[src/hw/ret_pred_pkg.sv]
package ret_pred_pkg;

    // sizing
    localparam int ADDR_BITS  = 32;
    localparam int SET_NUM    = 8;
    localparam int INDEX_BITS = 3;
    localparam int TAG_BITS   = 27;
    localparam int WAYS       = 2;
    localparam int RAS_DEPTH  = 8;

    // stack pointer and occupancy widths
    localparam int RAS_PTR_BITS = $clog2(RAS_DEPTH);
    localparam int RAS_CNT_BITS = $clog2(RAS_DEPTH + 1);

    typedef logic [ADDR_BITS-1:0]  addr_t;
    typedef logic [TAG_BITS-1:0]   tag_t;
    typedef logic [INDEX_BITS-1:0] index_t;

    // one way of the table: valid plus tag
    typedef struct packed {
        logic valid;
        tag_t tag;
    } meta_t;

    // RAM word, both ways of one set
    typedef meta_t [WAYS-1:0] meta_set_t;

    typedef enum logic [1:0] {
        EX_NONE,
        EX_CALL,
        EX_RET
    } exec_kind_e;

    typedef struct packed {
        exec_kind_e kind;
        addr_t      pc;
    } exec_upd_t;

    typedef struct packed {
        logic  valid;
        addr_t pc;
    } fetch_req_t;

    typedef struct packed {
        logic  hit;
        logic  hit_pc;
        logic  hit_pcp4;
        logic  target_valid;
        addr_t target;
    } pred_t;

    typedef enum logic {
        ST_INIT,
        ST_RUN
    } rpct_state_e;

    // word address split, index in bits 4..2 and tag above it
    function automatic tag_t get_tag(addr_t addr);
        return addr[ADDR_BITS-1:INDEX_BITS+2];
    endfunction

    function automatic index_t get_index(addr_t addr);
        return addr[INDEX_BITS+1:2];
    endfunction

endpackage

[src/hw/lutram_dual_port.sv]
`timescale 1ns/1ps

// distributed RAM, one read/write port and one read-only port
module lutram_dual_port
    import ret_pred_pkg::*;
(
    input  logic      clk,

    // port a, read/write
    input  logic      wr_en,
    input  index_t    addr_a,
    input  meta_set_t wdata,
    output meta_set_t rdata_a,

    // port b, read only
    input  index_t    addr_b,
    output meta_set_t rdata_b
);

    meta_set_t mem [SET_NUM];

    // synchronous write through port a
    always_ff @(posedge clk) begin
        if (wr_en) begin
            mem[addr_a] <= wdata;
        end
    end

    // both reads are asynchronous
    // a write shows up on the read ports from the next cycle
    assign rdata_a = mem[addr_a];
    assign rdata_b = mem[addr_b];

endmodule

[src/hw/rpct.sv]
`timescale 1ns/1ps

// return-PC cache table, 8 sets x 2 ways
module rpct
    import ret_pred_pkg::*;
(
    input  logic       clk,
    input  logic       rst_n,
    input  fetch_req_t fetch,
    input  exec_upd_t  exec_upd,
    output logic       hit_pc,
    output logic       hit_pcp4,
    output logic       ready
);

    rpct_state_e state_q;
    index_t      sweep_cnt;
    logic        sweeping;

    // one bit per set, names the victim way
    logic [SET_NUM-1:0] plru_q;

    addr_t     pc_p4;
    index_t    idx_pc;
    index_t    idx_pcp4;
    index_t    idx_ex;
    tag_t      tag_ex;
    meta_set_t meta_pc;
    meta_set_t meta_pcp4;
    meta_set_t meta_ex;

    logic [WAYS-1:0] match_pc;
    logic [WAYS-1:0] match_pcp4;
    logic [WAYS-1:0] match_ex;
    logic            way_pc;
    logic            way_pcp4;

    logic      upd_en;
    logic      way_sel;
    meta_set_t meta_new;

    logic      touch_en;
    index_t    touch_set;
    logic      touch_way;

    logic      ram_we;
    index_t    ram_addr;
    meta_set_t ram_wdata;

    // per-way hit vector for one set word
    function automatic logic [WAYS-1:0] match_vec(meta_set_t s, tag_t t);
        logic [WAYS-1:0] m;
        for (int w = 0; w < WAYS; w++) begin
            m[w] = s[w].valid && (s[w].tag == t);
        end
        return m;
    endfunction

    // init sweep, one set per cycle
    always_ff @(posedge clk or negedge rst_n) begin
        if (!rst_n) begin
            state_q   <= ST_INIT;
            sweep_cnt <= '0;
        end else if (state_q == ST_INIT) begin
            sweep_cnt <= sweep_cnt + 1'b1;
            if (sweep_cnt == index_t'(SET_NUM - 1)) begin
                state_q <= ST_RUN;
            end
        end
    end

    assign sweeping = (state_q == ST_INIT);
    assign ready    = (state_q == ST_RUN);

    // fetch lookup, pc and pc+4 each in its own set
    assign pc_p4    = fetch.pc + addr_t'(4);
    assign idx_pc   = get_index(fetch.pc);
    assign idx_pcp4 = get_index(pc_p4);

    assign match_pc   = match_vec(meta_pc, get_tag(fetch.pc));
    assign match_pcp4 = match_vec(meta_pcp4, get_tag(pc_p4));
    assign way_pc     = match_pc[1];
    assign way_pcp4   = match_pcp4[1];

    // table contents are meaningless until the sweep is done
    assign hit_pc   = fetch.valid && ready && (|match_pc);
    assign hit_pcp4 = fetch.valid && ready && (|match_pcp4);

    // pc slot wins when both slots hit
    assign touch_en  = hit_pc || hit_pcp4;
    assign touch_set = hit_pc ? idx_pc : idx_pcp4;
    assign touch_way = hit_pc ? way_pc : way_pcp4;

    // return install, read-modify-write of one set
    assign idx_ex   = get_index(exec_upd.pc);
    assign tag_ex   = get_tag(exec_upd.pc);
    assign upd_en   = ready && (exec_upd.kind == EX_RET);
    assign match_ex = match_vec(meta_ex, tag_ex);

    // reuse the way holding the tag, else the pLRU victim
    assign way_sel = (|match_ex) ? match_ex[1] : plru_q[idx_ex];

    always_comb begin
        meta_new                = meta_ex;
        meta_new[way_sel].valid = 1'b1;
        meta_new[way_sel].tag   = tag_ex;
    end

    // sweep owns the write port until ready
    assign ram_we    = sweeping || upd_en;
    assign ram_addr  = sweeping ? sweep_cnt : idx_ex;
    assign ram_wdata = sweeping ? meta_set_t'('0) : meta_new;

    // write after touch so a same-set install has priority
    always_ff @(posedge clk or negedge rst_n) begin
        if (!rst_n) begin
            plru_q <= '0;
        end else begin
            if (touch_en) begin
                plru_q[touch_set] <= ~touch_way;
            end
            if (upd_en) begin
                plru_q[idx_ex] <= ~way_sel;
            end
        end
    end

    // copy serving the pc lookup and the update read
    lutram_dual_port meta_ram_lo (
        .clk     (clk),
        .wr_en   (ram_we),
        .addr_a  (ram_addr),
        .wdata   (ram_wdata),
        .rdata_a (meta_ex),
        .addr_b  (idx_pc),
        .rdata_b (meta_pc)
    );

    // mirror copy for the pc+4 lookup, its port a read is not needed
    lutram_dual_port meta_ram_hi (
        .clk     (clk),
        .wr_en   (ram_we),
        .addr_a  (ram_addr),
        .wdata   (ram_wdata),
        .rdata_a (),
        .addr_b  (idx_pcp4),
        .rdata_b (meta_pcp4)
    );

endmodule

[src/hw/ras.sv]
`timescale 1ns/1ps

// circular return address stack
module ras
    import ret_pred_pkg::*;
(
    input  logic      clk,
    input  logic      rst_n,
    input  exec_upd_t exec_upd,
    output addr_t     top,
    output logic      top_valid
);

    addr_t stack_q [RAS_DEPTH];

    // ptr is the next free slot, top sits one below
    logic [RAS_PTR_BITS-1:0] ptr_q;
    logic [RAS_PTR_BITS-1:0] top_ptr;
    logic [RAS_CNT_BITS-1:0] count_q;

    logic  push;
    logic  pop;
    logic  empty;
    logic  full;
    addr_t link_addr;

    assign push  = (exec_upd.kind == EX_CALL);
    assign pop   = (exec_upd.kind == EX_RET);
    assign empty = (count_q == '0);
    assign full  = (count_q == RAS_CNT_BITS'(RAS_DEPTH));

    // return lands after the delay slot
    assign link_addr = exec_upd.pc + addr_t'(8);

    // pointer and occupancy
    always_ff @(posedge clk or negedge rst_n) begin
        if (!rst_n) begin
            ptr_q   <= '0;
            count_q <= '0;
        end else if (push) begin
            // when full the pointer wraps onto the oldest entry
            ptr_q <= ptr_q + 1'b1;
            if (!full) begin
                count_q <= count_q + 1'b1;
            end
        end else if (pop && !empty) begin
            ptr_q   <= ptr_q - 1'b1;
            count_q <= count_q - 1'b1;
        end
    end

    // entries
    always_ff @(posedge clk) begin
        if (push) begin
            stack_q[ptr_q] <= link_addr;
        end
    end

    assign top_ptr   = ptr_q - 1'b1;
    assign top_valid = !empty;

    // empty stack reads as zero, not as a stale slot
    assign top = empty ? addr_t'(0) : stack_q[top_ptr];

endmodule

[src/hw/ret_pred_unit.sv]
`timescale 1ns/1ps

// return prediction for fetch, table of return PCs plus link stack
module ret_pred_unit
    import ret_pred_pkg::*;
(
    input  logic       clk,
    input  logic       rst_n,
    input  fetch_req_t fetch,
    input  exec_upd_t  exec_upd,
    output pred_t      pred,
    output logic       ready
);

    logic      hit_pc;
    logic      hit_pcp4;
    addr_t     top;
    logic      top_valid;
    exec_upd_t ras_upd;

    // execute updates are dropped during the sweep
    always_comb begin
        ras_upd = exec_upd;
        if (!ready) begin
            ras_upd.kind = EX_NONE;
        end
    end

    rpct rpct_inst (
        .clk      (clk),
        .rst_n    (rst_n),
        .fetch    (fetch),
        .exec_upd (exec_upd),
        .hit_pc   (hit_pc),
        .hit_pcp4 (hit_pcp4),
        .ready    (ready)
    );

    ras ras_inst (
        .clk       (clk),
        .rst_n     (rst_n),
        .exec_upd  (ras_upd),
        .top       (top),
        .top_valid (top_valid)
    );

    // target comes straight from the stack, hit or not
    always_comb begin
        pred.hit          = hit_pc | hit_pcp4;
        pred.hit_pc       = hit_pc;
        pred.hit_pcp4     = hit_pcp4;
        pred.target_valid = top_valid;
        pred.target       = top;
    end

endmodule

[config.mk]
export PLATFORM = sky130hd
export DESIGN_NAME = ret_pred_unit
export DESIGN_NICKNAME = d
export VERILOG_FILES = /design/src/hw/ret_pred_pkg.sv /design/src/hw/lutram_dual_port.sv /design/src/hw/rpct.sv /design/src/hw/ras.sv /design/src/hw/ret_pred_unit.sv
export SDC_FILE = /design/constraint.sdc
export NUM_CORES = 2
export LEC_CHECK = 0
export BUFFER_PORTS_ARGS = -buffer_cell sky130_fd_sc_hd__buf_2
export CAP_MARGIN = 20
export CORE_ASPECT_RATIO = 0.6
export CORE_MARGIN = 1.5
export CORE_UTILIZATION = 42
export CTS_CLUSTER_DIAMETER = 40
export DETAILED_ROUTE_END_ITERATION = 6
export PLACE_DENSITY = 0.68
export SETUP_SLACK_MARGIN = 0.1
export SLEW_MARGIN = 20
export SYNTH_ARGS = -nofsm -noshare
export SYNTH_HDL_FRONTEND = slang
export SYNTH_SLANG_ARGS = --single-unit
[constraint.sdc]
create_clock -name clk -period 7.22 [get_ports clk]
set_clock_uncertainty 0.1 [all_clocks]
set_input_delay 1.444 -clock clk [delete_from_list [all_inputs] [get_ports clk]]
set_output_delay 1.444 -clock clk [all_outputs]
set_load 0.02 [all_outputs]
==> run summary <==
==================================================================================
Post-route setup TNS                                                          0 ns
Final setup violation count                                                      0
Startpoint type of the worst setup path                                 input port
Sequential area share after synthesis                                        0.538
GRT Total Usage                                                              0.273
RSZ-0062 raised after global routing                                            no
Count of state elements after synthesis                                        723
Async set or reset register ratio after synthesis                           0.0263
Total congestion overflow                                                        0
H-Tree Level Count                                                               3
Ports                                                                          106
Proportion of synthesized area in mux cells                                  0.196
Final RePlAce weighted congestion                                            0.982
Final worst-path cycle share                                                 0.948
Data required time of the worst path                                       5.68 ns
Share of total power in combinational logic                                  0.274
First-pass GRT wire length                                              194,000 um
Synth top area share                                                         0.526
Synthesized area per cell                                                12.7 um^2
Count of buffers inserted at the top-level ports                               103
Number of failing hold endpoints at the final stage                              0
Endpoint arrival time on the critical path                                 5.30 ns
Fmax                                                                       146 MHz
Row cnt                                                                         87
Clock-pin transition on the worst setup and hold timing paths              0.06 ns
Drc violations                                                                   3
Count of yosys warnings during synthesis                                         0
Signed area change from the synthesized netlist to the final layout          13.3%
Post-DP HPWL                                                             92,000 um
Synthesized-area fraction occupied by and/or/nand/nor cells                  0.154
Clock tree sinks                                                               723
Total number of vias                                                        29,200
LEAKAGE                                                                  0.0160 uW
Number of synthesized flops with an enable pin                                 704
Worst-Margin Slew                                                          1.12 ns
Crit path time final                                                       6.85 ns
Largest fanout of any net on the critical path                                  11
Initial core utilization                                                     0.426
Drt initial violations                                                       4,379
Syn nets                                                                     3,260
Overall die height                                                          243 um
Category of the most critical setup path                              input port to output port
Compound-gate portion of the synthesized area                               0.0297
Power share of the sequential group                                          0.384
Sort of element at the end of the critical path                        output port
Max-cap violation count                                                          0
# Post-CTS Setup Buffers                                                         0
Share of final-layout standard cells stronger than drive strength 1          0.215
Most instantiated flip-flop cell in the synthesis netlist             sky130_fd_sc_hd__edfxtp_1
Hold buffer count at cts                                                         0
Xor-xnor portion of the synthesized cell area                               0.0457
Max-slew headroom at the worst pin                                           0.254
Type of the tightest min-delay check                                  flip-flop to flip-flop
Post-Synthesis Cell Area                                               40,200 um^2
Via density per instance                                                      6.34
Chip width                                                                  402 um
Final nets                                                                   3,374
Number of gates given a new drive strength after cts                             0
Remaining number of nets flagged by the antenna check after routing              0
Initial antenna violation count                                                  4
Buffer type at the clock tree root                                    sky130_fd_sc_hd__clkbuf_16
Largest family of logic cells by synthesized area                     multiplexers
Number of buffers inserted during clock tree synthesis                          80
Number of instances in the synthesized netlist                               3,179
Core area                                                              94,400 um^2
Number of max-slew violations in the final report                                0
Largest vdd supply drop                                                 0.000241 V
Violations in the final reports                                                DRC
Adder and majority cell fraction of the synthesized area                   0.00392
Leading post-synthesis cells by cell area                             sky130_fd_sc_hd__edfxtp_1, sky130_fd_sc_hd__mux4_2, sky130_fd_sc_hd__mux2i_1
Maximum number of pins on one net before global-route repair                    79
Number of buffers between clock root and the deepest sink                        3
Total Wirelength                                                        135,000 um
CTS tree                                                                      done
Non-Filler Cell Area, Final                                            45,600 um^2
DP Area                                                                42,700 um^2
Part of the power in the clock network                                       0.341
Internal Dissipation                                                       8650 uW
Iteration count of the initial detailed-routing pass                             7
Via count of the first global-routing pass                                  27,300
Fill cell count                                                              8,087
Net Switching                                                              4150 uW
Count of distinct cell types in the synthesized netlist                         83
Yosys top cell by area                                                sky130_fd_sc_hd__edfxtp_1
Switching part of the total                                                  0.324
Areal power density over the cells                                     281 nW/um^2
Run status                                                            complete, but fails checks
Area of the die                                                        97,700 um^2
Average detailed-routed wire length per instance                           29.3 um
Clock latency at the later pin of the worst-skew pair                      0.70 ns
==================================================================================
[final cells by class]
cell class | count | area [um^2] | area share
Sequential cell | 723 | 21600 | 0.475
Multi-Input combinational cell | 2185 | 17500 | 0.385
Clock buffer | 93 | 2070 | 0.0455
Timing Repair Buffer | 262 | 1870 | 0.0411
Tap cell | 1246 | 1560 | 0.0342
Clock inverter | 56 | 742 | 0.0163
Inverter | 41 | 154 | 0.00338
Antenna cell | 1 | 2.50 | 0.0000549
[Yosys cell counts, drive strengths merged, types with 3 or more instances]
library cell / count
nand2b: 7
edfxtp: 704
nand3b: 26
nor2: 81
mux2i: 227
and4: 8
a211oi: 3
a21o: 5
nand3: 264
mux4: 223
a21oi: 49
and3: 16
a32o: 3
nor4: 36
a31oi: 4
a22oi: 45
mux2: 52
nor2b: 10
nand4b: 7
ha: 11
a21bo: 8
inv: 38
nor3: 39
or3: 7
xnor2: 140
o22ai: 6
clkinv: 3
dfrtp: 19
or2: 10
and2: 30
xor2: 62
nor3b: 27
buf: 135
o21ai: 13
a32oi: 5
a21boi: 4
clkbuf: 95
nand2: 602
or4: 12
or3b: 4
nand4: 104
xnor3: 3
[critical path: stages]
cell,delay (ns)
sky130_fd_sc_hd__buf_4,0.17
sky130_fd_sc_hd__ha_4,0.47
sky130_fd_sc_hd__mux4_2,0.54
sky130_fd_sc_hd__mux2i_1,0.52
sky130_fd_sc_hd__xor2_1,0.15
sky130_fd_sc_hd__or4_1,0.55
sky130_fd_sc_hd__or4b_2,0.69
sky130_fd_sc_hd__nor3_1,0.21
sky130_fd_sc_hd__nand3_1,0.17
sky130_fd_sc_hd__nand3b_1,0.19
sky130_fd_sc_hd__buf_2,0.19
[state kept, by name, summed over array words and instances (netlist names)]
name                       flops
ras_inst.stack_q             256
rpct_inst.ready                1
rpct_inst.meta_ram_lo.mem    280
ras_inst.count_q               4
rpct_inst.sweep_cnt            3
ras_inst.ptr_q                 3
rpct_inst.meta_ram_hi.mem    168
rpct_inst.plru_q               8
[routing by layer]
layer	vias to the layer above	track usage	wire [um]
met4	6	0.0727	3300
li1	12300	-	-
met1	14500	0.404	55900
met5	-	0	34
met2	2076	0.374	55400
met3	248	0.0992	20300
[stage by stage]
step | hold slack [ns] | utilization | std cells | setup slack, ns | total power [uW]
after floorplan | 0.388 | - | 3179 | 0.700 | 7290
after global placement | 0.430 | 0.453 | 4457 | 0.416 | 8460
after detailed placement | 0.433 | 0.453 | 4457 | 0.436 | 8490
after CTS | 0.448 | 0.483 | 4606 | 0.440 | 12800
after global routing | 0.476 | 0.483 | 4606 | 0.301 | 13200
final | 0.457 | 0.483 | 4607 | 0.375 | 12800
[worst paths after layout]
kind / from / endpoint / slack (ns) / depth (start not counted)
worst max-delay path: fetch[3] / pred[35] / 0.37 / 11
min in group asynchronous: rst_n / rpct_inst.plru_q[0] / 0.61 / 1
worst min register to register: ras_inst.count_q[3] / ras_inst.count_q[3] / 0.46 / 1
max in group asynchronous: rst_n / ras_inst.ptr_q[0] / 6.03 / 1
worst max register to register: rpct_inst.ready / rpct_inst.meta_ram_lo.mem[7][20] / 1.44 / 14
worst min-delay path: ras_inst.count_q[3] / ras_inst.count_q[3] / 0.46 / 1
[cells in the final DEF (no fill, tap or decap), types with 10 or more instances in the layout]
cell,n
sky130_fd_sc_hd__a21oi_1,49
sky130_fd_sc_hd__a22oi_1,45
sky130_fd_sc_hd__and2_1,30
sky130_fd_sc_hd__and3_1,16
sky130_fd_sc_hd__buf_12,12
sky130_fd_sc_hd__buf_2,100
sky130_fd_sc_hd__buf_4,149
sky130_fd_sc_hd__bufinv_16,11
sky130_fd_sc_hd__clkbuf_1,11
sky130_fd_sc_hd__clkbuf_16,80
sky130_fd_sc_hd__clkinv_1,10
sky130_fd_sc_hd__dfrtp_1,17
sky130_fd_sc_hd__edfxtp_1,704
sky130_fd_sc_hd__inv_1,37
sky130_fd_sc_hd__inv_6,11
sky130_fd_sc_hd__mux2_2,48
sky130_fd_sc_hd__mux2i_1,226
sky130_fd_sc_hd__mux4_2,223
sky130_fd_sc_hd__nand2_1,602
sky130_fd_sc_hd__nand3_1,264
sky130_fd_sc_hd__nand3b_1,26
sky130_fd_sc_hd__nand4_1,103
sky130_fd_sc_hd__nor2_1,70
sky130_fd_sc_hd__nor2_4,10
sky130_fd_sc_hd__nor3_1,35
sky130_fd_sc_hd__nor3b_1,27
sky130_fd_sc_hd__nor4_1,31
sky130_fd_sc_hd__o21ai_0,10
sky130_fd_sc_hd__or4_1,12
sky130_fd_sc_hd__xnor2_1,138
sky130_fd_sc_hd__xor2_1,60
[power by group through the flow]
| stage | clock network, uW | registers (uW) | logic [uW] |
|---|---|---|---|
| after detailed placement | 0 | 5010 | 3480 |
| final | 4370 | 4920 | 3510 |
| after CTS | 4420 | 4920 | 3500 |
| after global routing | 4570 | 4940 | 3730 |
| after floorplan | 0 | 4940 | 2350 |
| after global placement | 0 | 5010 | 3460 |
[cell families after synthesis]
| kind of cell | Yosys count |
|---|---|
| mux | 502 |
| compound gates | 168 |
| buf+inv | 271 |
| xor+xnor | 205 |
| simple gates | 1298 |
| flops | 723 |
| fa+ha+maj | 12 |
No activity file was read; power rests on OpenSTA's default activity.
